### config.mk
export PLATFORM = sky130hd
export DESIGN_NAME = riscv_testutil
export DESIGN_NICKNAME = d
export VERILOG_FILES = /design/src/verilog/compliance_pkg.sv /design/src/verilog/riscv_testutil.sv
export VERILOG_INCLUDE_DIRS = /design/src /design/src/verilog
export SDC_FILE = /design/constraint.sdc
export NUM_CORES = 1
export LEC_CHECK = 0
export ABC_AREA = 1
export BUFFER_PORTS_ARGS = -buffer_cell sky130_fd_sc_hd__buf_2
export CAP_MARGIN = 20
export CELL_PAD_IN_SITES_DETAIL_PLACEMENT = 2
export CELL_PAD_IN_SITES_GLOBAL_PLACEMENT = 2
export CORE_ASPECT_RATIO = 1.75
export CORE_UTILIZATION = 29
export CTS_CLUSTER_DIAMETER = 150
export CTS_CLUSTER_SIZE = 10
export DETAILED_ROUTE_END_ITERATION = 10
export PLACE_DENSITY = 0.78
export SYNTH_ARGS = -nofsm -noshare
export SYNTH_HDL_FRONTEND = slang
export SYNTH_SLANG_ARGS = --single-unit
### constraint.sdc
create_clock -name clk_i -period 2.9 [get_ports clk_i]
set_input_delay 0.145 -clock clk_i [delete_from_list [all_inputs] [get_ports clk_i]]
set_output_delay 0.145 -clock clk_i [all_outputs]
set_load 0.02 [all_outputs]
### src/verilog/compliance_params.svh
// Compliance harness constants
// Bus widths, RAM size, device address windows and test utility register map

`ifndef COMPLIANCE_PARAMS_SVH
`define COMPLIANCE_PARAMS_SVH

// Bus widths
`define ADDR_W 32
`define DATA_W 32

// RAM size in 32-bit words
`define RAM_DEPTH 1024

// Device windows, a hit is (addr & mask) == base
`define RAM_BASE 32'h0000_0000
`define RAM_MASK 32'hFFFF_F000
`define TU_BASE  32'h0002_0000
`define TU_MASK  32'hFFFF_FC00

// Test utility register offsets within its window
`define TU_SIG_BEGIN 32'h0000_0000
`define TU_SIG_END   32'h0000_0004
`define TU_HALT      32'h0000_0008

`endif

### src/verilog/compliance_pkg.sv
// Compliance harness bus types
// Request and response words plus the host and device slot names

package compliance_pkg;

  localparam int NrHosts   = 3;
  localparam int NrDevices = 2;

  // Request word, sent next to a separate req strobe
  typedef struct packed {
    logic [31:0] addr;
    logic        we;
    logic [3:0]  be;
    logic [31:0] wdata;
  } bus_req_t;

  // Response word, sent next to a separate rvalid strobe
  typedef struct packed {
    logic [31:0] rdata;
    logic        err;
  } bus_rsp_t;

  // Host slots, highest priority first
  typedef enum logic [1:0] {
    TestUtilHost,
    CoreD,
    CoreI
  } bus_host_e;

  typedef enum logic [0:0] {
    Ram,
    TestUtil
  } bus_device_e;

endpackage

### src/verilog/riscv_testutil.sv
// RISC-V test utility
// Signature registers on the device port, and a host that dumps the signature
`timescale 1ns/1ps
`include "compliance_params.svh"

module riscv_testutil import compliance_pkg::*; (
  input  logic              clk_i,
  input  logic              reset_i,

  input  logic              dev_req_i,
  input  bus_req_t          dev_bus_i,
  output logic              dev_rvalid_o,
  output bus_rsp_t          dev_rsp_o,

  output logic              host_req_o,
  output bus_req_t          host_bus_o,
  input  logic              host_gnt_i,
  input  logic              host_rvalid_i,
  input  bus_rsp_t          host_rsp_i,

  output logic              sig_valid_o,
  output logic [`DATA_W-1:0] sig_word_o,
  output logic              halted_o
);

  typedef enum logic [1:0] {
    StIdle,
    StDump,
    StHalted
  } tu_state_e;

  localparam logic [`ADDR_W-1:0] WordStep = 4;

  logic [`ADDR_W-1:0] tu_off;
  logic [`ADDR_W-1:0] sig_begin_q;
  logic [`ADDR_W-1:0] sig_end_q;
  logic [`DATA_W-1:0] reg_rdata;
  logic               reg_err;
  logic               halt_wr;
  logic               dev_rvalid_q;
  logic [`DATA_W-1:0] dev_rdata_q;
  logic               dev_err_q;

  tu_state_e          state_q;
  logic [`ADDR_W-1:0] addr_q;
  logic [1:0]         outstanding_q;
  logic               addr_live;
  logic               dump_done;
  logic               sig_valid_q;
  logic [`DATA_W-1:0] sig_word_q;

  assign tu_off  = dev_bus_i.addr & ~`TU_MASK;
  assign halt_wr = dev_req_i && dev_bus_i.we && (tu_off == `TU_HALT);

  // Register readback, halt reads as zero
  always_comb begin
    reg_rdata = '0;
    reg_err   = 1'b0;
    case (tu_off)
      `TU_SIG_BEGIN: reg_rdata = sig_begin_q;
      `TU_SIG_END:   reg_rdata = sig_end_q;
      `TU_HALT:      reg_rdata = '0;
      default:       reg_err   = 1'b1;
    endcase
  end

  always_ff @(posedge clk_i) begin
    if (reset_i) begin
      dev_rvalid_q <= 1'b0;
      sig_begin_q  <= '0;
      sig_end_q    <= '0;
    end else begin
      dev_rvalid_q <= dev_req_i;
      if (dev_req_i && dev_bus_i.we && tu_off == `TU_SIG_BEGIN) begin
        sig_begin_q <= dev_bus_i.wdata;
      end
      if (dev_req_i && dev_bus_i.we && tu_off == `TU_SIG_END) begin
        sig_end_q <= dev_bus_i.wdata;
      end
    end
  end

  always_ff @(posedge clk_i) begin
    if (dev_req_i) begin
      dev_rdata_q <= reg_rdata;
      dev_err_q   <= reg_err;
    end
  end

  assign dev_rvalid_o = dev_rvalid_q;
  assign dev_rsp_o    = '{rdata: dev_rdata_q, err: dev_err_q};

  // Dump sequencer
  assign addr_live = addr_q < sig_end_q;
  assign dump_done = !addr_live && (outstanding_q == 2'd0);

  always_ff @(posedge clk_i) begin
    if (reset_i) begin
      state_q       <= StIdle;
      addr_q        <= '0;
      outstanding_q <= 2'd0;
      sig_valid_q   <= 1'b0;
    end else begin
      sig_valid_q <= host_rvalid_i;
      case ({host_req_o && host_gnt_i, host_rvalid_i})
        2'b10:   outstanding_q <= outstanding_q + 2'd1;
        2'b01:   outstanding_q <= outstanding_q - 2'd1;
        default: outstanding_q <= outstanding_q;
      endcase
      case (state_q)
        StIdle: begin
          if (halt_wr) begin
            state_q <= StDump;
            addr_q  <= {sig_begin_q[`ADDR_W-1:2], 2'b00};
          end
        end
        StDump: begin
          if (host_req_o && host_gnt_i) begin
            addr_q <= addr_q + WordStep;
          end
          if (dump_done) begin
            state_q <= StHalted;
          end
        end
        // Halted until reset
        default: state_q <= state_q;
      endcase
    end
  end

  always_ff @(posedge clk_i) begin
    if (host_rvalid_i) begin
      sig_word_q <= host_rsp_i.rdata;
    end
  end

  assign host_req_o  = (state_q == StDump) && addr_live;
  assign host_bus_o  = '{addr: addr_q, we: 1'b0, be: 4'hF, wdata: '0};
  assign sig_valid_o = sig_valid_q;
  assign sig_word_o  = sig_word_q;
  assign halted_o    = (state_q == StHalted);

  // Request has to wait for the bus grant unchanged
  host_req_held_a: assert property (@(posedge clk_i) disable iff (reset_i)
    host_req_o && !host_gnt_i |=> host_req_o && $stable(host_bus_o.addr));

endmodule

### After elaboration in Yosys (flattened, before gate mapping)

Index checks and enable logic that the tools add are counted.

| word-level totals | value |
|---|---|
| word-level logic and storage cells | 48 |
| bits of input ports | 107 |
| register bits | 167 |
| output and inout port bits | 138 |

| cells by class | value |
|---|---|
| reduce and logical (&&, ||, !) cells | 16 |
| add/sub/neg operators | 3 |
| muxes and demuxes | 9 |
| $lt $le $gt $ge | 1 |
| eq/ne operators | 9 |

Operators with widths:

| kind | number |
|---|---|
| 32-bit one-hot mux with 2 select lines | 2 |
| 32-bit 2-to-1 mux | 2 |
| 32-bit by 3-bit adder with 32-bit output, second input constant | 1 |
| 32-bit logical NOT | 1 |
| 32-bit less-than comparator | 1 |
| 10-bit by 3-bit equality test with 1-bit output, second input constant | 1 |
| 10-bit by 4-bit equality test with 1-bit output, second input constant | 1 |
| 2-bit one-hot mux with 2 select lines | 2 |
| 1-bit logical AND | 7 |
| 2-bit inequality test, second input constant | 3 |
| 3-bit AND reduction | 2 |
| 2-bit by 1-bit equality test with 1-bit output, second input constant | 2 |
| 2-bit equality test, second input constant | 2 |
| 2-bit logical NOT | 2 |
| 2-bit 2-to-1 mux | 2 |
| 2-bit nonzero test | 2 |
| 3-bit OR reduction | 1 |
| 2-bit by 1-bit adder with 2-bit output, second input constant | 1 |
| 2-bit by 1-bit subtractor with 2-bit output, second input constant | 1 |
| 1-bit logical NOT | 1 |
| 1-bit 2-to-1 mux | 1 |

### Longest topological paths before layout

| logic depth | value |
|---|---|
| depth in word-level cells | 5 |
| gate-level depth with buffers | 18 |
| gate-level depth less buffers | 17 |

### Worst setup path after synthesis

No wires, ideal clock.

| path | value |
|---|---|
| kind | register -> register |
| start | register addr_q[7] |
| end | register outstanding_q[1] |
| clock period less this slack | 2.269 ns |
| cell stages (with the launch flop) | 15 |
| buffers on the path | 1 |
| path slack | 0.631 ns |
| setup time | 0.132 ns |
| data arrival time | 2.137 ns |
| data required time | 2.768 ns |
| cell sequence | dfxtp_1 -> ha_1 -> nand2_1 -> inv_1 -> a21oi_1 -> nand2_1 -> nand2_1 -> nand2_1 -> nand2_1 -> nand3_2 -> buf_2 -> ha_1 -> nor2_1 -> and3_1 -> nor3_1 |

| between the ends | value |
|---|---|
| cells in the longest elaborated chain, start to end | 5 |
| elaborated cells between the ends (all ways) | 7 |
| those cells by class | order compare (1); eq/ne (2); mux (1); reduce/logical (3) |

RTL lines:

| what | line | RTL |
|---|---|---|
| start: declaration | riscv_testutil.sv:45 | `` logic [`ADDR_W-1:0] addr_q; `` |
| start signal: assignment | riscv_testutil.sv:114 | `` addr_q <= {sig_begin_q[`ADDR_W-1:2], 2'b00}; `` |
| start signal: assignment | riscv_testutil.sv:119 | `addr_q <= addr_q + WordStep;` |
| 32-bit less-than comparator * | riscv_testutil.sv:94 | `assign addr_live = addr_q < sig_end_q;` |
| 1-bit logical AND * | riscv_testutil.sv:137 | `assign host_req_o = (state_q == StDump) && addr_live;` |
| 1-bit logical AND * | riscv_testutil.sv:105 | `case ({host_req_o && host_gnt_i, host_rvalid_i})` |
| 2-bit by 1-bit equality test with 1-bit output or 2-bit equality test (tied branches) | riscv_testutil.sv:105 |  |
| 2-bit one-hot mux with 2 select lines or 2-bit nonzero test (tied branches) | n/a |  |
| end signal: assignment | riscv_testutil.sv:106 | `2'b10: outstanding_q <= outstanding_q + 2'd1;` |
| end signal: assignment | riscv_testutil.sv:107 | `2'b01: outstanding_q <= outstanding_q - 2'd1;` |
| end signal: assignment | riscv_testutil.sv:108 | `default: outstanding_q <= outstanding_q;` |
| end: declaration | riscv_testutil.sv:46 | `logic [1:0] outstanding_q;` |

Every way passes the cells marked *; elsewhere a longest branch is shown, timed or not.
A chain may end at the register's enable or synchronous reset.

### Worst setup path after layout

| path | value |
|---|---|
| start | register addr_q[15] |
| end | register addr_q[2] |

| between the ends | value |
|---|---|
| cells in the longest elaborated chain, start to end | 5 |

RTL lines:

| what | line | RTL |
|---|---|---|
| 32-bit less-than comparator | riscv_testutil.sv:94 |  |
| 1-bit logical AND | riscv_testutil.sv:137 |  |
| 1-bit logical AND | riscv_testutil.sv:118 | `if (host_req_o && host_gnt_i) begin` |
| 2-bit inequality test (no line) | n/a |  |
| 3-bit AND reduction (no line) | n/a |  |

Every way passes these cells.

==> impl_metrics.env <==
export IMPL_outcome="finished clean"
export IMPL_antenna_found_initial=0
export IMPL_comb_power_share=0.077
export IMPL_start_kind="flip-flop"
export IMPL_track_usage=0.226
export IMPL_ios=245
export IMPL_die_h_microns=225
export IMPL_yosysWarnings=0
export IMPL_nets=1387
export IMPL_routedWlPerCell_microns=19.2
export IMPL_final_cell_mix="nand2_1, buf_2, nor2_1, inv_1, dfxtp_1"
export IMPL_power_switching_mw=1.23
export IMPL_tightest_slew_ps=772
export IMPL_pre_cts_ws_ps=436
export IMPL_synth_seq_area_share=0.479
export IMPL_via_per_inst=4.81
export IMPL_start_util=0.295
export IMPL_p_clk_frac=0.436
export IMPL_place_inst=1544
export IMPL_ff2ff_setup_slack_ps=410
export IMPL_utilization=0.379
export IMPL_yosys_cell_types_count=38
export IMPL_layout_commonest_cell="nand2_1"
export IMPL_slew_violations=0
export IMPL_n_antenna_cell=0
export IMPL_setup_viol=0
export IMPL_routed_wl_mm=31.4
export IMPL_drtIter0Drc=241
export IMPL_relSlewSlack=0.486
export IMPL_syn_instance_count=1014
export IMPL_worstPathRequired_ps=3290
export IMPL_timing_final_crit_period_ps=2490
export IMPL_fmax_ghz=0.402
export IMPL_p_int_mw=3.88
export IMPL_row_count=81
export IMPL_core_sq_um=28000
export IMPL_setup_slack_ps=412
export IMPL_crit_start="addr_q[15]"
export IMPL_grt_overflow_total=0
export IMPL_synth_area_per_cell_sq_um=8.14
export IMPL_ir_worst_vdd_mv=0.410
export IMPL_ys_async_sr_fraction=0
export IMPL_seq_power_share=0.487
export IMPL_r2r_end="addr_q[2]"
export IMPL_h_tree_depth=4
export IMPL_leakagePower_nw=4.56
export IMPL_post_route_period_util=0.858
export IMPL_endpoint_kind="flip-flop"
export IMPL_synth_edf_count=65
export IMPL_post_cts_buffers=0
export IMPL_critPathKind="flip-flop to flip-flop"
export IMPL_grt_pass1_vias=8606
export IMPL_reg2reg_from="addr_q[15]"
export IMPL_die_area_sq_um=29200
export IMPL_hold_class="input pin to flip-flop"
export IMPL_numCtsBuffers=17
export IMPL_fin_cells=1633
export IMPL_dp_hpwl_mm=22.3
export IMPL_drive_gt1_frac=0.204
export IMPL_numPortBuffers=178
export IMPL_place_gp_congestion=0.805
export IMPL_clock_path_buffers=2
export IMPL_clk_pin_slew_ps=70
export IMPL_tns_ps=0
export IMPL_detailroute_via_count=7847
export IMPL_r2r_cells=15
export IMPL_p_per_area_nw_per_um2=482
export IMPL_ant_nets=0
export IMPL_rsz0062_at_grt="no"
export IMPL_fin_skew_ps=11.5
export IMPL_cts_root_buffer="clkbuf_16"
export IMPL_maxCapViolCount=0
export IMPL_final_hold_violation_count=0
export IMPL_path_max_fanout=27
export IMPL_clkSinkCount=165
export IMPL_grt_pass1_wl_mm=48.2
export IMPL_area_delta_synth_final_pct=28.6
export IMPL_switching_share=0.241
export IMPL_ys_seq_elements=165
export IMPL_clk_insertion_delay_late_ps=450
export IMPL_arrival_ps=2870
export IMPL_dieWidth_microns=130
export IMPL_first_pass_iters=4
export IMPL_endpoint="addr_q[2]"
export IMPL_cts_tree="yes"
export IMPL_syn_cell_area_sq_um=8250
export IMPL_grt_max_degree=65
export IMPL_ys_flop_type="dfxtp_1"
export IMPL_drc=0
what timing repair did:
item	4_1_cts	5_1_grt
hold buffers	58	0
resized for setup	0	0
hold endpoints to repair	69	0
synthesized netlist by cell type, types with 2 or more instances:
cell | n | area (sq um)
clkinv_1 | 3 | 11.3
a211oi_1 | 32 | 240
nor3_1 | 3 | 15.0
a31oi_1 | 3 | 18.8
buf_6 | 2 | 22.5
xor2_1 | 12 | 105
inv_2 | 2 | 7.51
nand3_2 | 2 | 20.0
or2_2 | 3 | 18.8
nand2_1 | 195 | 732
nand4_1 | 2 | 12.5
o21ai_0 | 49 | 245
inv_1 | 116 | 435
nor2_2 | 5 | 31.3
nand3_1 | 45 | 225
nand3b_1 | 5 | 37.5
and3_1 | 3 | 18.8
clkbuf_1 | 27 | 101
ha_1 | 32 | 400
o22ai_1 | 32 | 200
nor2_1 | 135 | 507
buf_1 | 2 | 7.51
xnor2_1 | 3 | 26.3
a21oi_2 | 10 | 87.6
buf_4 | 41 | 308
a21oi_1 | 64 | 320
edfxtp_1 | 65 | 1950
dfxtp_1 | 100 | 2000
buf_2 | 11 | 55.1
conb_1 | 2 | 7.51
layer usage:
layer,GRT usage,vias up,part of all wire
met2,0.460,158,0.59
met3,0.0373,45,0.029
met5,0,-,0
met1,0.215,3916,0.35
met4,0.0919,0,0.029
li1,-,3728,-
worst min-delay path by stage:
stage,start,to,cells past startpoint
2_1_floorplan,host_rsp_i[1],sig_word_o[0],0
5_1_grt,dev_bus_i[12],sig_begin_q[12],3
4_1_cts,dev_bus_i[3],sig_end_q[3],3
3_5_place_dp,host_rsp_i[28],sig_word_o[27],1
3_3_place_gp,host_rsp_i[28],sig_word_o[27],1
6_report,dev_bus_i[21],sig_end_q[21],3
logic make-up (layout without fill, tap and decap cells):
group	Yosys count	count (layout)	share of synthesized area
AOI/OAI and AO/OA	193	193	0.137
xor gates and xnor gates	15	15	0.0159
adders and majority gates	32	32	0.0485
buffers and inverters	204	413	0.115
DFF	165	165	0.479
other	2	39	0.000910
and+or+nand+nor	403	403	0.203
power groups by stage:
| stage | registers (mW) | clock network [mW] | logic [mW] |
|---|---|---|---|
| final | 2.49 | 2.23 | 0.394 |
| after CTS | 2.49 | 2.29 | 0.391 |
| after global routing | 2.49 | 2.37 | 0.420 |
| after detailed placement | 2.54 | 0 | 0.327 |
| after floorplan | 2.61 | 0 | 0.131 |
| after global placement | 2.53 | 0 | 0.317 |
sequential cells by signal, summed over array words and instances (netlist names):
name           flops
dev_rvalid_o       1
sig_word_o        32
sig_begin_q       32
outstanding_q      2
state_q            2
sig_end_q         32
dev_rdata_q       32
dev_err_q          1
addr_q            30
sig_valid_o        1
critical path: stages (launching register included):
cell and delay [ps]:
dfxtp_1 380, ha_1 340, nand2_1 90, nor2_1 180
nand2_1 100, nor2_1 110, nand2_1 70, nand2_1 100
nand2_1 100, nand3_2 90, buf_4 320, nand2_1 110
buf_4 200, nand2_1 70, nand2_1 40, nor2_1 100
area by class of cell:
class                      count  area, sq um
multi-input combinational    682         3490
sequential                   165         3950
tap                          373          467
timing repair buffer         261         1680
fill                        3318        17400
clock inverter                 7         72.6
clock buffer                  24          492
inverter                     121          454
metrics by stage:
| step | hold WS [ps] | area, sq um | power (mW) |
|---|---|---|---|
| 2_1_floorplan | 244 | 8390 | 2.74 |
| 3_3_place_gp | 322 | 9470 | 2.85 |
| 3_5_place_dp | 324 | 9470 | 2.86 |
| 4_1_cts | 4.82 | 10600 | 5.17 |
| 5_1_grt | 15.7 | 10600 | 5.29 |
| 6_report | 27.2 | 10600 | 5.11 |
No activity file was read; power rests on OpenSTA's default activity.
