## src/verilog/compliance_params.svh

```systemverilog
// Compliance harness constants
// Bus widths, RAM size, device address windows and test utility register map

`ifndef COMPLIANCE_PARAMS_SVH
`define COMPLIANCE_PARAMS_SVH

// Bus widths
`define ADDR_W 32
`define DATA_W 32

// RAM size in 32-bit words
`define RAM_DEPTH 1024

// Device windows, a hit is (addr & mask) == base
`define RAM_BASE 32'h0000_0000
`define RAM_MASK 32'hFFFF_F000
`define TU_BASE  32'h0002_0000
`define TU_MASK  32'hFFFF_FC00

// Test utility register offsets within its window
`define TU_SIG_BEGIN 32'h0000_0000
`define TU_SIG_END   32'h0000_0004
`define TU_HALT      32'h0000_0008

`endif

```

## src/verilog/compliance_pkg.sv

```systemverilog
// Compliance harness bus types
// Request and response words plus the host and device slot names

package compliance_pkg;

  localparam int NrHosts   = 3;
  localparam int NrDevices = 2;

  // Request word, sent next to a separate req strobe
  typedef struct packed {
    logic [31:0] addr;
    logic        we;
    logic [3:0]  be;
    logic [31:0] wdata;
  } bus_req_t;

  // Response word, sent next to a separate rvalid strobe
  typedef struct packed {
    logic [31:0] rdata;
    logic        err;
  } bus_rsp_t;

  // Host slots, highest priority first
  typedef enum logic [1:0] {
    TestUtilHost,
    CoreD,
    CoreI
  } bus_host_e;

  typedef enum logic [0:0] {
    Ram,
    TestUtil
  } bus_device_e;

endpackage

```

## src/verilog/bus_interconnect.sv

```systemverilog
// Shared request/grant bus
// Fixed-priority arbiter, base/mask address decode and one-cycle response return
`timescale 1ns/1ps
`include "compliance_params.svh"

module bus_interconnect import compliance_pkg::*; (
  input  logic     clk_i,
  input  logic     reset_i,

  input  logic     host_req_i    [NrHosts],
  input  bus_req_t host_bus_i    [NrHosts],
  output logic     host_gnt_o    [NrHosts],
  output logic     host_rvalid_o [NrHosts],
  output bus_rsp_t host_rsp_o    [NrHosts],

  output logic     dev_req_o     [NrDevices],
  output bus_req_t dev_bus_o     [NrDevices],
  input  logic     dev_rvalid_i  [NrDevices],
  input  bus_rsp_t dev_rsp_i     [NrDevices]
);

  logic                 any_req;
  bus_host_e            host_sel;
  bus_req_t             sel_bus;
  logic [NrDevices-1:0] dev_hit;
  bus_device_e          dev_sel;
  logic [NrHosts-1:0]   gnt_vec;

  logic                 rsp_valid_q;
  logic                 rsp_unmapped_q;
  bus_host_e            rsp_host_q;
  bus_device_e          rsp_dev_q;
  logic                 rsp_fire;
  bus_rsp_t             rsp_word;

  // Lowest index wins, each request is masked by any earlier one
  always_comb begin
    any_req  = 1'b0;
    host_sel = TestUtilHost;
    for (int i = 0; i < NrHosts; i++) begin
      gnt_vec[i] = host_req_i[i] && !any_req;
      if (gnt_vec[i]) begin
        host_sel = bus_host_e'(i);
      end
      any_req = any_req || host_req_i[i];
    end
  end

  assign sel_bus = host_bus_i[host_sel];

  // Address decode
  assign dev_hit[Ram]      = (sel_bus.addr & `RAM_MASK) == `RAM_BASE;
  assign dev_hit[TestUtil] = (sel_bus.addr & `TU_MASK) == `TU_BASE;
  assign dev_sel           = dev_hit[TestUtil] ? TestUtil : Ram;

  always_comb begin
    for (int i = 0; i < NrHosts; i++) begin
      host_gnt_o[i] = gnt_vec[i];
    end
  end

  // Every device sees the bus word, only the decoded one gets req
  always_comb begin
    for (int d = 0; d < NrDevices; d++) begin
      dev_req_o[d] = any_req && dev_hit[d];
      dev_bus_o[d] = sel_bus;
    end
  end

  // Remember who was granted so the response can be routed back
  always_ff @(posedge clk_i) begin
    if (reset_i) begin
      rsp_valid_q    <= 1'b0;
      rsp_unmapped_q <= 1'b0;
      rsp_host_q     <= TestUtilHost;
      rsp_dev_q      <= Ram;
    end else begin
      rsp_valid_q    <= any_req;
      rsp_unmapped_q <= any_req && !(|dev_hit);
      if (any_req) begin
        rsp_host_q <= host_sel;
        rsp_dev_q  <= dev_sel;
      end
    end
  end

  // Unmapped accesses answer themselves with err
  assign rsp_fire = rsp_valid_q && (rsp_unmapped_q || dev_rvalid_i[rsp_dev_q]);
  assign rsp_word = rsp_unmapped_q ? bus_rsp_t'{rdata: '0, err: 1'b1} : dev_rsp_i[rsp_dev_q];

  always_comb begin
    for (int i = 0; i < NrHosts; i++) begin
      host_rvalid_o[i] = rsp_fire && (rsp_host_q == bus_host_e'(i));
      host_rsp_o[i]    = rsp_word;
    end
  end

  gnt_onehot_a: assert property (@(posedge clk_i) disable iff (reset_i)
    $onehot0(gnt_vec));

  // Devices must answer exactly one cycle after their req
  for (genvar d = 0; d < NrDevices; d++) begin : g_dev_chk
    dev_rvalid_after_req_a: assert property (@(posedge clk_i) disable iff (reset_i)
      dev_rvalid_i[d] |-> $past(dev_req_o[d]));
  end

endmodule

```

## config.mk

```make
export PLATFORM = sky130hd
export DESIGN_NAME = bus_interconnect
export DESIGN_NICKNAME = d
export VERILOG_FILES = /design/src/verilog/compliance_pkg.sv /design/src/verilog/bus_interconnect.sv
export VERILOG_INCLUDE_DIRS = /design/src /design/src/verilog
export SDC_FILE = /design/constraint.sdc
export NUM_CORES = 1
export LEC_CHECK = 0
export ABC_AREA = 1
export BUFFER_PORTS_ARGS = -buffer_cell sky130_fd_sc_hd__buf_2
export CORE_AREA = 3 3 205 207
export DETAILED_ROUTE_END_ITERATION = 16
export DIE_AREA = 0 0 208 210
export PLACE_DENSITY_LB_ADDON = 0.08
export SETUP_SLACK_MARGIN = 0.02
export SYNTH_ARGS = -nofsm -noshare
export SYNTH_HDL_FRONTEND = slang
export SYNTH_SLANG_ARGS = --single-unit
```

## constraint.sdc

```tcl
create_clock -name clk_i -period 4.9 [get_ports clk_i]
set_input_delay 0.98 -clock clk_i [delete_from_list [all_inputs] [get_ports clk_i]]
set_output_delay 0.98 -clock clk_i [all_outputs]
set_load 0.05 [all_outputs]
```

After elaboration in Yosys (flattened, before gate mapping)

Cells that the tools add are included.

Input port bits: 280
Output and inout port bits: 245
Register bits after elaboration: 5
Word-level logic and storage cells: 42

Reduce and logical (&&, ||, !) cells: 18
Bitwise logic cells: 2
Muxes and demuxes: 13
Equality and inequality tests: 3
Magnitude comparators: 2

Operator list:

| kind                                                             | count |
|---|---|
| 69-bit binary-select mux with 2-bit select                       | 1 |
| 69-bit 2-to-1 mux                                                | 2 |
| 33-bit 2-to-1 mux                                                | 4 |
| 32-bit logical NOT                                               | 1 |
| 22-bit by 8-bit == test with 1-bit output, second input constant | 1 |
| 1-bit logical AND                                                | 9 |
| 1-bit 2-to-1 mux                                                 | 5 |
| 3-bit greater-or-equal comparator, second input constant         | 1 |
| 1-bit logical NOT                                                | 3 |
| 1-bit logical OR                                                 | 3 |
| 2-bit inverter with 3-bit output                                 | 1 |
| 2-bit by 1-bit == test with 1-bit output, second input constant  | 1 |
| 2-bit == test, second input constant                             | 1 |
| 2-bit greater-or-equal comparator, second input constant         | 1 |
| 2-bit logical NOT                                                | 1 |
| 2-bit 2-to-1 mux                                                 | 1 |
| 1-bit inverter with 2-bit output                                 | 1 |
| 2-bit OR reduction                                               | 1 |

Depth between registers and ports, before layout

Gate-level depths: netlist of the first run.

Depth in word-level cells: 12
Mapped depth: 13
Depth with buffers taken out: 12

Worst setup path after synthesis of the first run

OpenSTA, ideal clock, no wires.

Kind: input port to output port
Start: input port host_req_i[1] (netlist bit)
End: output port dev_bus_o[107] (netlist bit)
Arrival time: 3.192 ns
Data required time: 3.920 ns
Slack: 0.728 ns
Buffers on the path: 3
Stages: 7
Cells stage by stage: inv_2 > nor2_4 > buf_6 > clkbuf_1 > nand2_1 > a31oi_1 > buf_4

RTL lines:

| what            | line                   | source |
|---|---|---|
| start, declared | bus_interconnect.sv:10 | `input logic host_req_i [NrHosts],` |
| end, declared   | bus_interconnect.sv:17 | `output bus_req_t dev_bus_o [NrDevices],` |

==> qor.txt, run 1 <==
Iter 0 DRT Violations: 235
Die extent in y: 210 um
EDFF count, synth: 0
FF-to-FF path depth: 3
Syn Inst Count: 668
Worst hold path type: flip-flop to flip-flop
Largest net degree at the start of global routing: 50
CP cell instances: buf_2 -> nor2_2 -> nand2_4 -> inv_2 -> nand2_1 -> nand2_1 -> nand2_1 -> nor2_1 -> nand2_1 -> nor2_2 -> inv_1 -> nor3_2 -> buf_2
Post-route core utilization: 13.9%
Register share of total power: 3.5%
Nets: 1310
Post-DR vias/cell: 3.37
CP arrival: 3200 ps
CP Launch Type: primary input
DRC violations left: 0
Hold depth: 2
N_diodes: 0
Finished Layout Cells: 1561
Final setup fails: 0
CTS tree: done
Synth warn: 0
Critical Path Slowest Stage Cell: inv_2
Startpoint of the worst hold path: rsp_host_q[0]
Num Clock Sinks: 5
Internal reg-to-reg setup slack: 3760 ps
First-pass GRT wire length: 34300 um
Pint: 0.000390 W
Post-CTS Setup Bufs: 0
Clk_skew: 0 ps
Fmax: 239 MHz
Post-DRT Antenna Nets: 0
CTS H-tree lvls: 1
Pleak: 3.43 nW
Root buf cell: clkbuf_16
Sequential area share after synthesis: 2.93%
Status: finished, final reports clean
Maximum VDD drop: 0.159 mV
GRT Util Overall: 10.3%
Synth Area per Inst: 5.11 sq um
Worst skew pair latency: 230 ps
Comb power frac: 86.0%
Wirelength per Cell: 15.9 um
Core box area: 40600 sq um
Slowest stage delay, CP: 380 ps
1st-pass router iterations: 4
Post-CTS Hold Fix Bufs: 0
Post-Route WL: 24800 um
Max-slew violation count: 0
Placed insts: 1557
TritonCTS Buffers: 3
Switch share: 69.2%
Layout cells sized above 1: 53.5%
Clock share of power: 10.5%
Mapped Area: 3410 sq um
Slew margin rel.: 36.5%
Starting Density: 8.42%
Buffers added on ports: 524
Setup crit end kind: output pin
Top Ports: 525
Hold EP: rsp_host_q[0]
Max Buffers Root-to-Sink: 2
Post-synthesis register bit count: 5
Die W: 208 um
Antenna violations before repair: 1
Total congestion overflow: 0
Area growth syn-to-layout: 65.4%
CP Max Fanout: 36
PwrDens: 224 nW/um^2
Most frequent CP cell: nand2_1
Die area: 43700 sq um
Row count: 74
Vias in the first global route: 5254
Unrepaired setup endpoints after global routing: false
HPWL Detailed: 22000 um
Syn Nets: 948
Reg clk slew, reported paths: 30 ps
Worst r2r src: rsp_dev_q
Minimum clock period: 4180 ps
Cts repair resizes: 0
Netlist cell types: 24
Routability congestion estimate from global placement: 0.734
Setup tns final: 0 ps
Final hold vios: 0
Final period util: 85.4%
Total number of vias: 5259
R2r endpoint: rsp_dev_q
Psw: 0.000875 W
Ys flop type: dfxtp_1
Max Cap Viol: 0
Critical Path RT: 3920 ps
Slew @ Worst Pin: 952 ps
Asr flop ratio synth: 0%
Setup CP Type: primary input to output pin
-- synthesized netlist by cell type, types with 2 or more instances --
cell type,n,area [sq um]
a31oi_1,47,294
buf_1,7,26.3
nor2_1,128,480
buf_4,137,1030
nor2_2,6,37.5
or2_0,4,25.0
inv_1,39,146
dfxtp_1,5,100
nand2_1,183,687
a21oi_1,2,10.0
o21ai_0,35,175
inv_2,4,15.0
nor3_1,2,10.0
clkbuf_1,16,60.1
nand3_1,31,155
buf_6,4,45.0
buf_2,11,55.1
-- worst max-delay path by stage --
stage,start,end,slack [ps],cells past startpoint
after floorplan,host_req_i[1],dev_bus_o[107],730,7
after global placement,host_req_i[1],dev_req_o[1],670,13
after detailed placement,host_req_i[1],dev_req_o[0],670,12
after CTS,host_req_i[1],dev_req_o[0],670,12
after global routing,host_req_i[1],dev_req_o[1],430,13
final,host_req_i[1],dev_req_o[1],720,13
-- logic make-up (layout without fill, tap and decap cells) --
logic type      Yosys count  after routing  share of synthesized area (%)
buf+inv                 218            579                           40.3
mux                       1              1                          0.330
compound gates           84             84                           14.0
flops                     5              5                           2.93
simple gates            360            360                           42.4
-- worst max-delay path: cells and delay by family --
| family | cells | cell delay [ps] |
|---|---|---|
| buffers and inverters | 4 | 960 |
| and+or+nand+nor | 9 | 1240 |
-- per-stage QoR --
step | hold slack [ps] | cell area [sq um] | total power (W) | worst slack (ps)
finish | 545 | 5650 | 0.00127 | 717
global placement | 539 | 5570 | 0.00116 | 672
floorplan | 461 | 3410 | 0.000936 | 728
global route | 567 | 5650 | 0.00133 | 434
CTS | 545 | 5650 | 0.00129 | 674
detailed placement | 539 | 5570 | 0.00115 | 670
-- layout by cell type, fill, tap and decap left out --
cell type,synthesis,layout
o21ai_0,35,35
clkbuf_16,0,3
nand3b_1,1,1
dfxtp_1,5,5
inv_2,4,4
inv_1,39,39
clkinv_2,0,1
nand3_1,31,31
buf_4,137,8
mux2_2,1,1
nor3_2,1,1
buf_2,11,523
nand4_1,1,1
nor2_1,128,128
a21oi_1,2,2
a31oi_1,47,47
buf_12,0,1
nor3_1,2,2
nor2_4,1,1
nand2_4,1,2
or2_0,4,4
nor2_2,6,6
nand2_1,183,183
-- power by group through the flow --
| stage | combinational (W) | sequential [W] | clock [W] |
|---|---|---|---|
| floorplan | 0.000892 | 0.0000439 | 0 |
| global placement | 0.00111 | 0.0000446 | 0 |
| detailed placement | 0.00110 | 0.0000447 | 0 |
| CTS | 0.00111 | 0.0000440 | 0.000136 |
| global route | 0.00115 | 0.0000442 | 0.000139 |
| finish | 0.00109 | 0.0000440 | 0.000133 |
-- flip-flops by register name, summed over array words and instances (netlist names) --
name,count
rsp_unmapped_q,1
rsp_host_q,2
rsp_valid_q,1
rsp_dev_q,1
-- routing by layer --
metal | share of wire (%) | track usage (%) | vias up | wire [um]
met1 | 35 | 10.4 | 2263 | 8590
li1 | - | - | 2687 | -
met5 | 0.081 | 0 | - | 20
met3 | 8.7 | 3.01 | 10 | 2170
met4 | 0.88 | 1.02 | 2 | 218
met2 | 56 | 21.4 | 297 | 13800
-- layout make-up --
type | instances | area [sq um]
Multi-Input combinational cell | 445 | 1940
Clock buffer | 3 | 75.1
Tap cell | 532 | 666
Clock inverter | 1 | 5.00
Sequential cell | 5 | 100
Inverter | 43 | 161
Fill cell | 4941 | 34900
Timing Repair Buffer | 532 | 2700
Note: power is estimated with default switching activity, not from simulation.
==> run 2, diff against run 1 <==
--- a/config.mk
+++ b/config.mk
@@ -8,9 +8,10 @@
 export LEC_CHECK = 0
 export ABC_AREA = 1
 export BUFFER_PORTS_ARGS = -buffer_cell sky130_fd_sc_hd__buf_2
-export CORE_AREA = 3 3 205 207
+export CORE_AREA = 3 3 203 205
 export DETAILED_ROUTE_END_ITERATION = 16
-export DIE_AREA = 0 0 208 210
+export DIE_AREA = 0 0 206 208
+export HOLD_SLACK_MARGIN = 0.15
 export PLACE_DENSITY_LB_ADDON = 0.08
 export SETUP_SLACK_MARGIN = 0.02
 export SYNTH_ARGS = -nofsm -noshare
==> constraint.sdc (replaced) <==
create_clock -name clk_i -period 4.36 [get_ports clk_i]
set_input_delay 0.872 -clock clk_i [delete_from_list [all_inputs] [get_ports clk_i]]
set_output_delay 0.872 -clock clk_i [all_outputs]
set_load 0.05 [all_outputs]
==> run 2 against run 1 <==
Net effect: via count is 0.34% higher; cell count decreased by 0.51%; critical path type unchanged; setup slack worse by 12 ps; largest cell class unchanged; flip-flop and latch count is the same.
==> qor.txt, run 2 (synthesis gave the netlist of run 1 again) <==
CP cell instances: buf_2 -> nor2_2 -> nand2_4 -> inv_2 -> nand2_1 -> nand2_1 -> nand2_1 -> nor2_1 -> nand2_1 -> nor2_2 -> inv_1 -> nor3_2 -> buf_2
Total congestion overflow: 0
Buffers added on ports: 524
Die area: 42800 sq um
GRT Util Overall: 10.1%
Largest net degree at the start of global routing: 79
Total number of vias: 5277
Max-slew violation count: 0
HPWL Detailed: 21300 um
DRC violations left: 0
Finished Layout Cells: 1553
Unrepaired setup endpoints after global routing: false
Iter 0 DRT Violations: 157
Slowest stage delay, CP: 300 ps
Internal reg-to-reg setup slack: 3320 ps
Placed insts: 1549
1st-pass router iterations: 5
Row count: 73
Most frequent CP cell: nand2_1
Worst skew pair latency: 230 ps
Top Ports: 525
Critical Path RT: 3490 ps
Final hold vios: 0
Slew margin rel.: 59.2%
Status: finished, final reports clean
Post-CTS Setup Bufs: 0
Most common cell after layout, fill and taps aside: buf_2
Crit-path leading delay family: simple AND/OR/NAND/NOR gates
Most flops, register: rsp_host_q
Setup crit end kind: output pin
N_diodes: 0
Wirelength per Cell: 15.4 um
TritonCTS Buffers: 3
Root buf cell: clkbuf_16
Starting Density: 8.61%
CP arrival: 2780 ps
Routability congestion estimate from global placement: 0.745
Area growth syn-to-layout: 66.8%
Minimum clock period: 3650 ps
Largest register FFs: 2
CP Max Fanout: 19
Setup tns final: 0 ps
Nets: 1309
CP Launch Type: primary input
Reg clk slew, reported paths: 30 ps
Layout cells sized above 1: 53.5%
Post-DR vias/cell: 3.40
Post-Route WL: 23900 um
CTS tree: done
Die extent in y: 208 um
Post-DRT Antenna Nets: 0
Max Cap Viol: 0
Final period util: 83.8%
Cts repair resizes: 0
Antenna violations before repair: 2
Clk_skew: 0 ps
Worst hold path type: flip-flop to flip-flop
Fmax: 274 MHz
Vias in the first global route: 5225
Num Clock Sinks: 5
Critical Path Slowest Stage Cell: inv_2
PwrDens: 250 nW/um^2
Maximum VDD drop: 0.128 mV
Final setup fails: 0
First-pass GRT wire length: 32600 um
Core box area: 39600 sq um
Max Buffers Root-to-Sink: 2
Critical path buffer and inverter count: 4
Post-CTS Hold Fix Bufs: 0
CTS H-tree lvls: 1
Die W: 206 um
Slew @ Worst Pin: 609 ps
Pleak: 3.45 nW
Setup CP Type: primary input to output pin
Most frequent cells in the layout: buf_2, nand2_1, nor2_1
run 2: cell type report:
cell class / count / area [sq um]
clock buffer: 3 / 75.1
tap: 525 / 657
clock inverter: 1 / 5.00
fill: 4774 / 33900
multi-input combinational: 445 / 1940
timing repair buffer: 531 / 2750
sequential: 5 / 100
inverter: 43 / 161
run 2: power by group:
part | switching [W] | internal [W]
logic | 0.000952 | 0.000274
registers | 0.00000122 | 0.0000480
clock network | 0.0000305 | 0.000120
run 2: final timing paths:
| kind | from | endpoint | cells after the start |
|---|---|---|---|
| setup / recovery | host_req_i[1] | dev_req_o[1] | 13 |
| hold / removal | rsp_host_q[0] | rsp_host_q[0] | 2 |
| setup reg to reg | rsp_dev_q | rsp_dev_q | 2 |
| hold reg to reg | rsp_host_q[0] | rsp_host_q[0] | 2 |
run 2: stage by stage:
step / setup WS (ps) / area (sq um) / power (W) / util, % / hold WS (ps)
after floorplan: 404 / 3410 / 0.00105 / - / 461
after global placement: 642 / 5610 / 0.00131 / 14.2 / 520
after detailed placement: 610 / 5610 / 0.00129 / 14.2 / 512
after CTS: 603 / 5690 / 0.00145 / 14.4 / 516
after global routing: 423 / 5690 / 0.00150 / 14.4 / 564
final: 705 / 5690 / 0.00143 / 14.4 / 510
run 2: worst min-delay path, delay by kind of cell (launching register included):
kind | cells | cell delay [ps]
compound gates | 1 | 50
simple gates | 1 | 80
flops | 1 | 330
run 2: layer usage:
layer	global-route usage (%)	wire length, um	vias up
met4	0.585	60	4
met2	21.3	13300	302
li1	-	-	2678
met5	0	27	-
met1	9.67	8030	2285
met3	3.11	2480	8
